File: config.mk
export PLATFORM = sky130hd
export DESIGN_NAME = tage_history
export DESIGN_NICKNAME = d
export VERILOG_FILES = /design/src/verilog/tage_pkg.sv /design/src/verilog/tage_history.sv
export SDC_FILE = /design/constraint.sdc
export NUM_CORES = 1
export LEC_CHECK = 0
export BUFFER_PORTS_ARGS = -buffer_cell sky130_fd_sc_hd__buf_2
export CORE_UTILIZATION = 51
export CTS_CLUSTER_SIZE = 25
export DETAILED_ROUTE_END_ITERATION = 12
export PLACE_DENSITY = 0.86
export SYNTH_ARGS = -nofsm -noshare
export SYNTH_HDL_FRONTEND = slang
export SYNTH_SLANG_ARGS = --single-unit
export TNS_END_PERCENT = 10
File: constraint.sdc
create_clock -name clk -period 1.6 [get_ports clk]
set_input_delay 0.32 -clock clk [delete_from_list [all_inputs] [get_ports clk]]
set_output_delay 0.32 -clock clk [all_outputs]
set_load 0.02 [all_outputs]
File: src/verilog/tage_pkg.sv
`default_nettype none

package tage_pkg;

	localparam int NUM_BANKS = 4;
	localparam int IDX_W = 6;
	localparam int TAG_W = 8;
	localparam int CTR_W = 3;
	localparam int U_W = 2;
	localparam int BASE_IDX_W = 8;
	localparam int BASE_CTR_W = 2;
	localparam int GHIST_W = 32;
	localparam int PC_W = 32;

	localparam int BANK_DEPTH = 2 ** IDX_W;
	localparam int BASE_DEPTH = 2 ** BASE_IDX_W;

	// history length per bank, shortest first
	localparam int HIST_LEN [NUM_BANKS] = '{4, 8, 16, 32};

	typedef logic [PC_W-1:0] pc_t;
	typedef logic [IDX_W-1:0] idx_t;
	typedef logic [TAG_W-1:0] tag_t;
	typedef logic [CTR_W-1:0] ctr_t;
	typedef logic [U_W-1:0] u_t;
	typedef logic [BASE_IDX_W-1:0] base_idx_t;
	typedef logic [BASE_CTR_W-1:0] base_ctr_t;
	typedef logic [1:0] bank_id_t;
	typedef logic [GHIST_W-1:0] ghist_t;
	typedef logic [NUM_BANKS-1:0] bank_mask_t;

	// weak taken / weak not taken for a fresh entry
	localparam ctr_t CTR_ALLOC_TAKEN = ctr_t'(4);
	localparam ctr_t CTR_ALLOC_NOT_TAKEN = ctr_t'(3);

	// weakly not taken
	localparam base_ctr_t BASE_CTR_RESET = base_ctr_t'(1);

endpackage

`default_nettype wire
File: src/verilog/tage_history.sv
`timescale 1ns/1ps
`default_nettype none

module tage_history (
	input  logic clk,
	input  logic rst_n,
	input  logic update,
	input  logic upd_taken,
	output tage_pkg::idx_t fold_idx [tage_pkg::NUM_BANKS],
	output tage_pkg::tag_t fold_tag [tage_pkg::NUM_BANKS]
);
	import tage_pkg::*;

	ghist_t ghist;

	// newest outcome at bit 0
	always_ff @(posedge clk) begin
		if (!rst_n) begin
			ghist <= '0;
		end else if (update) begin
			ghist <= {ghist[GHIST_W-2:0], upd_taken};
		end
	end

	// xor of consecutive chunks over the newest HIST_LEN bits
	always_comb begin
		for (int b = 0; b < NUM_BANKS; b++) begin
			fold_idx[b] = '0;
			fold_tag[b] = '0;
			for (int i = 0; i < GHIST_W; i++) begin
				if (i < HIST_LEN[b]) begin
					fold_idx[b][i % IDX_W] = fold_idx[b][i % IDX_W] ^ ghist[i];
					fold_tag[b][i % TAG_W] = fold_tag[b][i % TAG_W] ^ ghist[i];
				end
			end
		end
	end

endmodule

`default_nettype wire

* Word-level counts from Yosys, hierarchy flattened
Cells that the tools add are included.
** Cells by class
- Multipliers :: 0
- Reduce and logical (&&, ||, !) cells :: 0
- Bitwise logic cells :: 50
- Divide/modulo/power cells :: 0
- Order comparisons :: 0
- Eq/ne operators :: 0
- Shift operators :: 0
- Add/sub/neg operators :: 0
- Muxes and demuxes :: 0
** Operators with widths (number)
- 1-bit XOR :: 50
** Word-level totals
- Latch bits :: 0
- Input port bits :: 4
- Memories kept :: 0
- Output and inout port bits :: 56
- Memory bits (writable) :: 0
- Register bits :: 32
- Memory bits (read-only) :: 0

* Depth between registers and ports, before layout
- Depth after elaboration :: 5
- Mapped depth :: 4
- Mapped depth without buffers :: 2

* Worst setup path after synthesis
Ideal clock, no wire load.
- Kind :: reg-to-output
- From :: register ghist[0]
- To :: output fold_idx[0] (netlist bit)
- Required time :: 1.280 ns
- Cell stages (with the launch flop) :: 3
- Arrival time :: 1.286 ns
- Path slack :: -0.006 ns
- Buffers on the path :: 0
- Cells stage by stage :: dfxtp_1 -> xor2_2 -> xnor3_1
** RTL lines
- start, declared :: RTL line tage_history.sv:14 : ghist_t ghist;
- start signal, assigned :: RTL line tage_history.sv:21 : ghist <= {ghist[GHIST_W-2:0], upd_taken};
- end, declared :: RTL line tage_history.sv:9 : output tage_pkg::idx_t fold_idx [tage_pkg::NUM_BANKS],

==> impl_metrics.tcl <==
set metrics [dict create \
    outcome "finished with violations" \
    grt_antenna_before_repair 0 \
    cts_max_path_buffers 2 \
    regToRegSetupSlack_ps 730 \
    critPathMaxFanout 2 \
    overflow 0 \
    crit_path_top_delay_cell "xnor3_1" \
    reg.largest.list "ghist x32" \
    p_leak_nw 1.244 \
    period_share_pct 108.6 \
    critPathArrivalTime_ps 1420 \
    regToRegStartpoint "ghist[12]" \
    whs_path_depth 3 \
    n_fill_cell 249 \
    startpoint_type "register" \
    port_buffers 53 \
    vias 1288 \
    drv_cap 0 \
    whs_ps 285.7 \
    rsz0062_at_grt "true" \
    setup_viol 8 \
    ys_seq_elements 32 \
    placement_rows 21 \
    crit_chain "xnor3_1, xnor2_1, buf_4" \
    criticalPathCategory "register to primary output" \
    grt_pass1_vias 1242 \
    hold_class "input port to register" \
    die_area_sq_um 4013 \
    period_minus_slack_ps 1738 \
    cts_hold_buf 0 \
    worstHoldStart "upd_taken" \
    clock_skew_ps 5.060 \
    syn_inst 176 \
    htreeDepth 2 \
    area_delta_synth_final_pct 32.27 \
    clock-root-buffer "clkbuf_8" \
    powerDensity_nw_per_um2 635.2 \
    crit_path_end_kind "primary output" \
    synth.distinct_cells 11 \
    insertion_delay_ps 290 \
    n_antenna_cell 0 \
    grt_pass1_wl_um 6341 \
    antenna_left 0 \
    final_net_count 227 \
    final_cells 270 \
    avgSynthCellArea_sq_um 10.91 \
    finalWeightedCongestion 0.7678 \
    slowest_delay_ps 410 \
    seq_area_frac_synth_pct 33.38 \
    drc_errors 0 \
    io_pins 60 \
    die_w_um 63.35 \
    regMostFlops "ghist" \
    via_per_inst 4.770 \
    worst_slack_ps -137.9 \
    ir_drop_mv 0.4879 \
    fmax_ghz 0.5754 \
    syn_area_sq_um 1919 \
    largest_reg_flops 32 \
    cts_tree "yes" \
    required_ps 1280 \
    finalHoldViolations 0 \
    reg2reg_to "ghist[13]" \
    track_usage_pct 21.00 \
    critPathLaunch "ghist[16]" \
    die_h_um 63.35 \
    p_total_mw 1.613 \
    numCtsBuffers 5 \
    worst_hold_path.endpoint "ghist[0]" \
    fin_util_pct 73.20 \
    first_pass_iters 4 \
    drt-total-wl_um 4042 \
    path_clk_slew_ps 70 \
    grt_max_degree 33 \
    finalSetupTns_ps -728.6 \
    failed_checks "setup timing" \
    wl_per_cell_um 14.97 \
    coreArea_sq_um 3468 \
    rr_worst_depth 3 \
    drive_above_1_share_pct 51.79 \
    drv_slew 0 \
    dpl.cell_count 258 \
    yosys_warnings 0 \
    dr.first_iter.drc_count 33 \
    start_util_pct 55.34 \
    cts.sinks 32 \
]
==> synth_stat cells <==
library cell,n,area share (%)
dfxtp_1,32,33
mux2i_1,32,17
nor2b_1,32,10
buf_4,26,10
xnor2_1,22,10
xor2_1,14,6.4
xnor3_1,8,9.4
buf_2,4,1.0
clkbuf_1,3,0.59
xor2_2,2,1.7
conb_1,1,0.20
==> metrics by stage <==
stage	cell area, sq um	setup WS [ps]
6_report	2539	-137.9
5_1_grt	2539	-174.6
4_1_cts	2379	-171.1
3_5_place_dp	2141	45.22
3_3_place_gp	2141	76.45
2_1_floorplan	1949	-5.906
==> area by class of cell <==
type	count	area, sq um	share of cell area, %
timing repair buffer	68	436.7	17.20
clock inverter	2	10.01	0.3943
tap	46	57.56	2.267
sequential	32	689.4	27.16
clock buffer	6	82.58	3.253
multi-input combinational	116	1262	49.73
==> cells in the final DEF, fill, tap and decap left out, drive strengths merged <==
cell / count
buf: 68
mux2i: 32
nor2b: 32
dfxtp: 32
xnor2: 22
xor2: 16
xnor3: 8
conb: 6
clkbuf: 6
clkinv: 2
==> worst max-delay path by stage <==
stage                             end  slack [ps]  depth (start not counted)
after floorplan           fold_idx[1]          -6                          2
after global placement    fold_idx[2]          80                          3
after detailed placement  fold_idx[2]          50                          3
after CTS                 fold_idx[4]        -170                          3
after global routing      fold_idx[4]        -170                          3
final                     fold_idx[4]        -140                          3
==> cell families (layout without fill, tap and decap cells) <==
family	after synthesis	in the layout	synth area share, %
XOR/XNOR	46	46	27.51
buffers and inverters	33	76	11.80
flip-flops	32	32	33.38
multiplexers	32	32	16.69
other	1	6	0.1954
AND/OR/NAND/NOR	32	32	10.43
==> report_power, final <==
group / total [mW] / switching (mW) / internal, mW
clock network: 0.647 / 0.304 / 0.343
registers: 0.791 / 0.00489 / 0.786
logic: 0.174 / 0.0991 / 0.0751
==> worst max-delay path, delay by kind of cell (launching register included) <==
kind | cells | cell delay [ps]
buf+inv | 1 | 180
xor+xnor | 2 | 610
flops | 1 | 340
==> what timing repair did <==
item                                    CTS  global route
pin swaps                                 4             9
endpoints found under the setup margin   21            16
gates resized for setup                  38            30
setup buffers                             2             2
==> routing by layer <==
layer	track usage (%)	vias up	wire [um]
met3	5.072	6	180
met2	32.18	48	2028
li1	-	625	-
met4	7.670	0	55
met1	28.51	609	1777
met5	0	-	0
(Power assumes the default switching activity.)
