--- src/verilog/tage_pkg.sv ---
`default_nettype none

package tage_pkg;

	localparam int NUM_BANKS = 4;
	localparam int IDX_W = 6;
	localparam int TAG_W = 8;
	localparam int CTR_W = 3;
	localparam int U_W = 2;
	localparam int BASE_IDX_W = 8;
	localparam int BASE_CTR_W = 2;
	localparam int GHIST_W = 32;
	localparam int PC_W = 32;

	localparam int BANK_DEPTH = 2 ** IDX_W;
	localparam int BASE_DEPTH = 2 ** BASE_IDX_W;

	// history length per bank, shortest first
	localparam int HIST_LEN [NUM_BANKS] = '{4, 8, 16, 32};

	typedef logic [PC_W-1:0] pc_t;
	typedef logic [IDX_W-1:0] idx_t;
	typedef logic [TAG_W-1:0] tag_t;
	typedef logic [CTR_W-1:0] ctr_t;
	typedef logic [U_W-1:0] u_t;
	typedef logic [BASE_IDX_W-1:0] base_idx_t;
	typedef logic [BASE_CTR_W-1:0] base_ctr_t;
	typedef logic [1:0] bank_id_t;
	typedef logic [GHIST_W-1:0] ghist_t;
	typedef logic [NUM_BANKS-1:0] bank_mask_t;

	// weak taken / weak not taken for a fresh entry
	localparam ctr_t CTR_ALLOC_TAKEN = ctr_t'(4);
	localparam ctr_t CTR_ALLOC_NOT_TAKEN = ctr_t'(3);

	// weakly not taken
	localparam base_ctr_t BASE_CTR_RESET = base_ctr_t'(1);

endpackage

`default_nettype wire
--- src/verilog/tage_bank_if.sv ---
`timescale 1ns/1ps
`default_nettype none

interface tage_bank_if;
	import tage_pkg::*;

	// from the hash unit
	idx_t lookup_idx;
	tag_t lookup_tag;
	idx_t upd_idx;
	tag_t upd_tag;

	// from the selector
	logic wr_entry;
	ctr_t wr_ctr;
	logic wr_alloc;
	logic u_wr;
	u_t u_val;

	// registered read results
	logic hit;
	ctr_t ctr;
	u_t u;

	modport hash (output lookup_idx, lookup_tag, upd_idx, upd_tag);

	modport sel (
		output wr_entry, wr_ctr, wr_alloc, u_wr, u_val,
		input hit, ctr, u
	);

	modport bank (
		input lookup_idx, lookup_tag, upd_idx, upd_tag,
		input wr_entry, wr_ctr, wr_alloc, u_wr, u_val,
		output hit, ctr, u
	);

endinterface

`default_nettype wire

--- src/verilog/tage_bank.sv ---
`timescale 1ns/1ps
`default_nettype none

module tage_bank (
	input  logic clk,
	input  logic rst_n,
	input  logic lookup,
	tage_bank_if.bank bus
);
	import tage_pkg::*;

	logic [BANK_DEPTH-1:0] valid;
	tag_t tag_tbl [BANK_DEPTH];
	ctr_t ctr_tbl [BANK_DEPTH];
	u_t u_tbl [BANK_DEPTH];

	logic u_we;
	u_t u_wdata;

	// allocation also clears usefulness
	assign u_we = bus.u_wr | bus.wr_alloc;
	assign u_wdata = bus.wr_alloc ? '0 : bus.u_val;

	always_ff @(posedge clk) begin
		if (!rst_n) begin
			valid <= '0;
			for (int i = 0; i < BANK_DEPTH; i++) begin
				u_tbl[i] <= '0;
			end
		end else begin
			if (bus.wr_entry) begin
				valid[bus.upd_idx] <= 1'b1;
			end
			if (u_we) begin
				u_tbl[bus.upd_idx] <= u_wdata;
			end
		end
	end

	always_ff @(posedge clk) begin
		if (bus.wr_entry) begin
			tag_tbl[bus.upd_idx] <= bus.upd_tag;
			ctr_tbl[bus.upd_idx] <= bus.wr_ctr;
		end
	end

	// registered read, held until the next lookup
	always_ff @(posedge clk) begin
		if (!rst_n) begin
			bus.hit <= 1'b0;
			bus.u <= '0;
		end else if (lookup) begin
			bus.hit <= valid[bus.lookup_idx] &&
				(tag_tbl[bus.lookup_idx] == bus.lookup_tag);
			bus.u <= u_tbl[bus.lookup_idx];
		end
	end

	always_ff @(posedge clk) begin
		if (lookup) begin
			bus.ctr <= ctr_tbl[bus.lookup_idx];
		end
	end

endmodule

`default_nettype wire

--- src/flat_wrapper.sv ---
// flat-port wrapper written by rule: the top's interface ports become plain ports
module tage_bank_flat import tage_pkg::*;
  (clk, rst_n, lookup, bus_lookup_idx, bus_lookup_tag, bus_upd_idx, bus_upd_tag, bus_wr_entry, bus_wr_ctr, bus_wr_alloc, bus_u_wr, bus_u_val, bus_hit, bus_ctr, bus_u);
  tage_bank_if bus_i ();
  input  logic clk;
  input  logic rst_n;
  input  logic lookup;
  input wire logic [$bits(bus_i.lookup_idx)-1:0] bus_lookup_idx;
  input wire logic [$bits(bus_i.lookup_tag)-1:0] bus_lookup_tag;
  input wire logic [$bits(bus_i.upd_idx)-1:0] bus_upd_idx;
  input wire logic [$bits(bus_i.upd_tag)-1:0] bus_upd_tag;
  input wire logic [$bits(bus_i.wr_entry)-1:0] bus_wr_entry;
  input wire logic [$bits(bus_i.wr_ctr)-1:0] bus_wr_ctr;
  input wire logic [$bits(bus_i.wr_alloc)-1:0] bus_wr_alloc;
  input wire logic [$bits(bus_i.u_wr)-1:0] bus_u_wr;
  input wire logic [$bits(bus_i.u_val)-1:0] bus_u_val;
  output wire logic [$bits(bus_i.hit)-1:0] bus_hit;
  output wire logic [$bits(bus_i.ctr)-1:0] bus_ctr;
  output wire logic [$bits(bus_i.u)-1:0] bus_u;
  assign bus_i.lookup_idx = bus_lookup_idx;
  assign bus_i.lookup_tag = bus_lookup_tag;
  assign bus_i.upd_idx = bus_upd_idx;
  assign bus_i.upd_tag = bus_upd_tag;
  assign bus_i.wr_entry = bus_wr_entry;
  assign bus_i.wr_ctr = bus_wr_ctr;
  assign bus_i.wr_alloc = bus_wr_alloc;
  assign bus_i.u_wr = bus_u_wr;
  assign bus_i.u_val = bus_u_val;
  assign bus_hit = bus_i.hit;
  assign bus_ctr = bus_i.ctr;
  assign bus_u = bus_i.u;
  tage_bank u_core (.clk(clk), .rst_n(rst_n), .lookup(lookup), .bus(bus_i));
endmodule
--- config.mk ---
export PLATFORM = sky130hd
export DESIGN_NAME = tage_bank_flat
export DESIGN_NICKNAME = d
export VERILOG_FILES = /design/src/verilog/tage_pkg.sv /design/src/verilog/tage_bank_if.sv /design/src/verilog/tage_bank.sv /design/src/flat_wrapper.sv
export SDC_FILE = /design/constraint.sdc
export NUM_CORES = 1
export LEC_CHECK = 0
export BUFFER_PORTS_ARGS = -buffer_cell sky130_fd_sc_hd__buf_2
export CAP_MARGIN = 10
export CELL_PAD_IN_SITES_DETAIL_PLACEMENT = 0
export CELL_PAD_IN_SITES_GLOBAL_PLACEMENT = 1
export CORE_MARGIN = 5
export CORE_UTILIZATION = 59
export CTS_BUF_LIST = sky130_fd_sc_hd__clkbuf_16
export CTS_CLUSTER_DIAMETER = 80
export CTS_CLUSTER_SIZE = 12
export DETAILED_ROUTE_END_ITERATION = 10
export HOLD_SLACK_MARGIN = 0.15
export PLACE_DENSITY_LB_ADDON = 0.1
export REMOVE_ABC_BUFFERS = 1
export SLEW_MARGIN = 20
export SYNTH_ARGS = -nofsm -noshare
export SYNTH_HDL_FRONTEND = slang
export SYNTH_SLANG_ARGS = --single-unit
--- constraint.sdc ---
create_clock -name clk -period 4.5 [get_ports clk]
set_input_delay 0.675 -clock clk [delete_from_list [all_inputs] [get_ports clk]]
set_output_delay 0.675 -clock clk [all_outputs]
set_load 0.005 [all_outputs]
# After elaboration in Yosys (flattened, before gate mapping)
# Memory sizes are Yosys's and may differ from the RTL's. A register that Yosys moved wholly into a read port is not among the register bits.
# Index checks and enable logic that the tools add are counted.
# W data, S select, Z words.
totals:
  register_bits: 65
  latch_bits: 0
  ram_bits: 832
  rom_bits: 0
  in_bits: 39
  out_inout_bits: 6
  wordCells: 29
  mem_count: 3
mem_list:
  columns: ["name", "depth", "word_bits", "read_ports", "rd_ports_with_merged_regs", "write_ports", "line_no", "rtl"]
  rows:
  - ["u_core.tag_tbl", 64, 8, 1, 0, 1, "tage_bank.sv:13", "tag_t tag_tbl [BANK_DEPTH];"]
  - ["u_core.ctr_tbl", 64, 3, 1, 1, 1, "tage_bank.sv:14", "ctr_t ctr_tbl [BANK_DEPTH];"]
  - ["u_core.u_tbl", 64, 2, 1, 1, 64, "tage_bank.sv:15", "u_t u_tbl [BANK_DEPTH];"]
op_classes:
  n_addsub: 0
  n_mul: 0
  div: 0
  magnitude_cmp: 3
  eq_ne: 1
  shifts: 0
  n_mux: 14
  bitwise: 2
  n_reduce_logical: 4
ops:
  columns: ["cell", "count"]
  rows:
  - ["$or A64 B64 Y64", 1]
  - ["$lt A6 B7 Y1 const B", 2]
  - ["$mux W1", 9]
  - ["$eq A8 B8 Y1", 1]
  - ["$bmux W1 S6", 1]
  - ["$demux W1 S6", 1]
  - ["$ge A6 B1 Y1 const B", 1]
  - ["$mux W6", 1]
  - ["$mux W2", 2]
  - ["$logic_and A1 B1 Y1", 2]
  - ["$reduce_or A2 Y1", 1]
  - ["$logic_not A1 Y1", 1]
  - ["$or A1 B1 Y1", 1]

# Depth between registers and ports, before layout
depth:
  word_depth: 6
  mapped_depth: 14

# Worst setup path after synthesis
# No wires, ideal clock.
synth_timing:
  path_type: "input port to flip-flop"
  start: "input bus_lookup_idx[0]"
  end: "register u_core.bus.ctr[0], read port of u_core.ctr_tbl (data pin)"
  arrival_ps: 2867
  required_time_ps: 4228
  path_slack_ps: 1361
  path_stages: 8
  n_path_buf: 5
  path_cell_list: "buf_6 buf_6 buf_6 buf_6 buf_6 mux4_2 mux4_2 mux4_2"
synth_lines:
  columns: ["element", "line_no", "rtl"]
  rows:
  - ["start, declared", "flat_wrapper.sv:8", "input wire logic [$bits(bus_i.lookup_idx)-1:0] bus_lookup_idx;"]
  - ["end, declared", "tage_bank_if.sv:35", "output hit, ctr, u"]

# Worst setup path after layout
layout_timing:
  start: "input bus_lookup_idx[0]"
  end: "register u_core.bus.hit"
layout_via:
  elab_chain_len: 3
layout_lines:
  columns: ["element", "line_no", "rtl"]
  rows:
  - ["$mem_v2 Z64 W8 or $bmux W1 S6 (tied branches)", null, null]
  - ["$eq A8 B8 Y1 or $mux W1 (tied branches)", "tage_bank.sv:54, tage_bank.sv:53", null]
  - ["$logic_and A1 B1 Y1 *", "tage_bank.sv:53", "bus.hit <= valid[bus.lookup_idx] &&"]
  - ["end signal, assigned", "tage_bank.sv:53", null]
  - ["end, declared", "tage_bank_if.sv:35", null]
# Every way passes the cells marked *; elsewhere a longest branch is shown, timed or not. The select of a mux whose other input is x is not followed.
# A chain may end at the register's enable or synchronous reset.

==> out/summary.md <==
* run status: finished, final reports clean
* highest metal layer with signal wires: met4
* initial cell density of the core: 0.597
* clock tree from TritonCTS: yes
* initial antenna violation count: 2
* leading cell types by total area after synthesis: sky130_fd_sc_hd__edfxtp_1 69%, sky130_fd_sc_hd__mux4_2 14%, sky130_fd_sc_hd__dfxtp_1 3.7%
* DR WL met3: 7570 um
* estimated wirelength of the detail-placed design: 57800 um
* worst slew pin tran: 1.12 ns
* CP Cell Sequence: buf_8 -> buf_12 -> buf_4 -> mux4_2 -> o21ai_0 -> a21oi_1 -> nor3_1 -> xor2_1 -> a32oi_1 -> o21ai_1
* Total Neg Setup Slack: 0 ns
* sequential share of the synthesized area: 0.732
* overall routed net length: 91100 um
* register-to-register setup slack: 1.95 ns
* CTS H-tree depth: 3
* area of all placed cells without fillers: 40000 um2
* Static Leak: 13.0 nW
* yosys synthesis warning count: 0
* pwr/cell area: 418 nW/um2
* Post-CTS Resized: 0
* register bit count reported by yosys: 902
* setup repair after global routing missed its margin: false
* routed vias/inst: 6.63
* placed insts: 2743
* maximum fanout count along the critical path: 34
* met2 layer wire length in the routed design: 44600 um
* layout cells sized above 1: 0.226
* type of the tightest min-delay check: flip-flop to flip-flop
* count of port buffers added during placement: 44
* cts bufs inserted: 85
* number of nets with antenna violations after routing: 0
* worst vdd ir: 314 uV
* summed instance area of the synthesized netlist: 36100 um2
* fin cells: 2893
* DR vias: 19.2k
* DRC violation total after the first TritonRoute iteration: 2324
* number of hold-slack violations in the final timing report: 0
* area post-placement: 37500 um2
* number of cell rows: 90
* Post-synth EDFFs: 835
* post-layout power: 16.7 mW
* nature of the critical path startpoint: primary input
* slew margin rel.: 0.250
* post-layout min period: 3.12 ns
* Worst EP arrival: 3.63 ns
* pin count of the biggest net entering global routing: 95
* worst-path cell with the longest stage delay: sky130_fd_sc_hd__mux4_2
* remaining routing DRC violations: 0
* Clock Tree Buf Depth: 3
* Clock Root Buffer: sky130_fd_sc_hd__clkbuf_16
* WL per Instance: 31.5 um
* Netlist cell types: 58
* Hold-fix buffers, CTS: 0
* synthesized area per cell: 18.6 um2
* most instantiated flip-flop cell in the synthesis netlist: sky130_fd_sc_hd__edfxtp_1
* required time reported for the critical path endpoint: 5.01 ns
* type of destination of the critical path: flip-flop
* buffers inserted during post-CTS setup optimization: 0
* launch point of the worst hold path: u_core.valid[35]
* area share of the largest cell type after synthesis: 0.694
* Gate Count Post-Synth: 1941
* IO Pins: 45
* number of global-route vias before repair: 19.0k
* Pre-Repair DR Iteration Count: 7
* total grt overflow: 0
* count of max-cap constraint violations: 0
* clock input transition at the sequential cells of the worst setup and hold paths: 0.06 ns
* critical path class: primary input to flip-flop
* cell with the most instances after synthesis: sky130_fd_sc_hd__edfxtp_1
* Yosys top cell by area: sky130_fd_sc_hd__edfxtp_1
* insertion delay to the later sink of the worst-skew pair: 0.62 ns
* Crit. Startpoint: bus_lookup_idx[0]
* post-route fraction of the period consumed by the critical path: 0.693
* Global Route Usage Sum: 0.275
* routability-driven placement congestion ratio: 0.948
* Die Width: 257 um
* async set or reset register ratio after synthesis: 0
* clock tree sinks: 902
* standard cell core area: 60500 um2
* synth-to-layout area growth: 10.7%
* post-route clock skew: 0.0197 ns
* Worst R2R Start: u_core.tag_tbl[50][6]
* overall die area: 66200 um2
* synth cell count leaders: 835 x sky130_fd_sc_hd__edfxtp_1, 217 x sky130_fd_sc_hd__mux4_2, 215 x sky130_fd_sc_hd__nor2_1, 73 x sky130_fd_sc_hd__mux2i_1, 73 x sky130_fd_sc_hd__o21ai_0
* Final Net Count: 2087
* met1 layer wirelength in the final routing: 37000 um
* # setup viols final: 0
* first-pass GRT wire length: 133000 um
* achievable frequency: 0.321 GHz
* max-slew violations: 0
* peak per-stage delay on the critical path: 0.56 ns
* Chip Height: 257 um
worst max-delay path: cells and delay by family:
| family | cells | cell delay, ns |
|---|---|---|
| AOI/OAI and AO/OA | 4 | 0.91 |
| xor gates and xnor gates | 1 | 0.12 |
| buffers and inverters | 3 | 1.00 |
| muxes | 1 | 0.56 |
| and+or+nand+nor | 1 | 0.29 |
cells by family (layout without fill, tap and decap cells):
| kind of cell | Yosys count | after routing | share of synthesized area |
|---|---|---|---|
| compound gates | 229 | 229 | 0.0432 |
| xor+xnor | 8 | 8 | 0.00194 |
| buf+inv | 127 | 296 | 0.0187 |
| flops | 902 | 902 | 0.732 |
| mux | 300 | 300 | 0.159 |
| other cells | 0 | 1 | 0 |
| simple gates | 375 | 375 | 0.0458 |
stage by stage:
stage / utilization / hold slack, ns / worst slack (ns)
2_1_floorplan: - / 0.435 / 1.65
3_5_place_dp: 0.621 / 0.448 / 0.747
5_1_grt: 0.661 / 0.477 / 1.18
6_report: 0.661 / 0.459 / 1.38
4_1_cts: 0.661 / 0.448 / 1.40
3_3_place_gp: 0.620 / 0.441 / 0.776
layout by cell type (no fill, tap or decap), types with 3 or more instances in the layout:
master / instances
sky130_fd_sc_hd__or3b_2: 3
sky130_fd_sc_hd__a21oi_1: 5
sky130_fd_sc_hd__nor2b_1: 18
sky130_fd_sc_hd__buf_4: 96
sky130_fd_sc_hd__nand3b_1: 6
sky130_fd_sc_hd__nand2_1: 61
sky130_fd_sc_hd__a22o_1: 4
sky130_fd_sc_hd__and2_1: 6
sky130_fd_sc_hd__o22ai_1: 6
sky130_fd_sc_hd__and3b_1: 3
sky130_fd_sc_hd__a31oi_1: 3
sky130_fd_sc_hd__a22oi_1: 37
sky130_fd_sc_hd__or3_1: 3
sky130_fd_sc_hd__mux2i_1: 73
sky130_fd_sc_hd__or2_2: 4
sky130_fd_sc_hd__inv_1: 64
sky130_fd_sc_hd__xor2_1: 7
sky130_fd_sc_hd__clkbuf_16: 87
sky130_fd_sc_hd__buf_2: 34
sky130_fd_sc_hd__o21a_1: 66
sky130_fd_sc_hd__dfxtp_1: 67
sky130_fd_sc_hd__mux4_2: 217
sky130_fd_sc_hd__nand4_1: 10
sky130_fd_sc_hd__mux2_2: 10
sky130_fd_sc_hd__a221oi_1: 12
sky130_fd_sc_hd__a211oi_1: 3
sky130_fd_sc_hd__o21ai_0: 73
sky130_fd_sc_hd__nor3_1: 4
sky130_fd_sc_hd__nand3_1: 23
sky130_fd_sc_hd__buf_12: 8
sky130_fd_sc_hd__o32ai_1: 3
sky130_fd_sc_hd__nand2b_1: 11
sky130_fd_sc_hd__edfxtp_1: 835
sky130_fd_sc_hd__nor2_1: 204
sky130_fd_sc_hd__nor2_2: 11
cell type report:
| cell class | count | area, um2 |
|---|---|---|
| fillers | 4035 | 20500 |
| flip-flops and latches | 902 | 26400 |
| inverters | 7 | 26.3 |
| clock buffers | 87 | 2180 |
| multi-input cells | 912 | 9040 |
| repair buffers | 140 | 1080 |
| well taps | 782 | 978 |
| diodes | 1 | 2.50 |
| clock inverters | 62 | 243 |
metal layers:
metal,GRT usage,vias to the layer above
met5,0,-
met4,0.0694,0
met3,0.0458,124
met2,0.439,928
met1,0.407,10100
li1,-,8021
where the power goes:
group / internal, mW / switching (mW) / total (mW)
Sequential: 9.27 / 0.0413 / 9.31
Clock: 3.46 / 2.91 / 6.38
Combinational: 0.374 / 0.628 / 1.00
Total: 13.1 / 3.58 / 16.7
sequential cells by signal, indices dropped and copies added, names as in the netlist:
register and count:
u_core.bus.ctr 3, u_core.u_tbl 128, u_core.valid 64, u_core.bus.u 2, u_core.bus.hit 1, u_core.ctr_tbl 192, u_core.tag_tbl 512
final timing paths:
check | to | depth (start not counted)
max | u_core.bus.hit | 10
min reg2reg | u_core.valid[35] | 1
max reg2reg | u_core.bus.hit | 8
min | u_core.valid[35] | 1
Note: power is estimated with default switching activity, not from simulation.
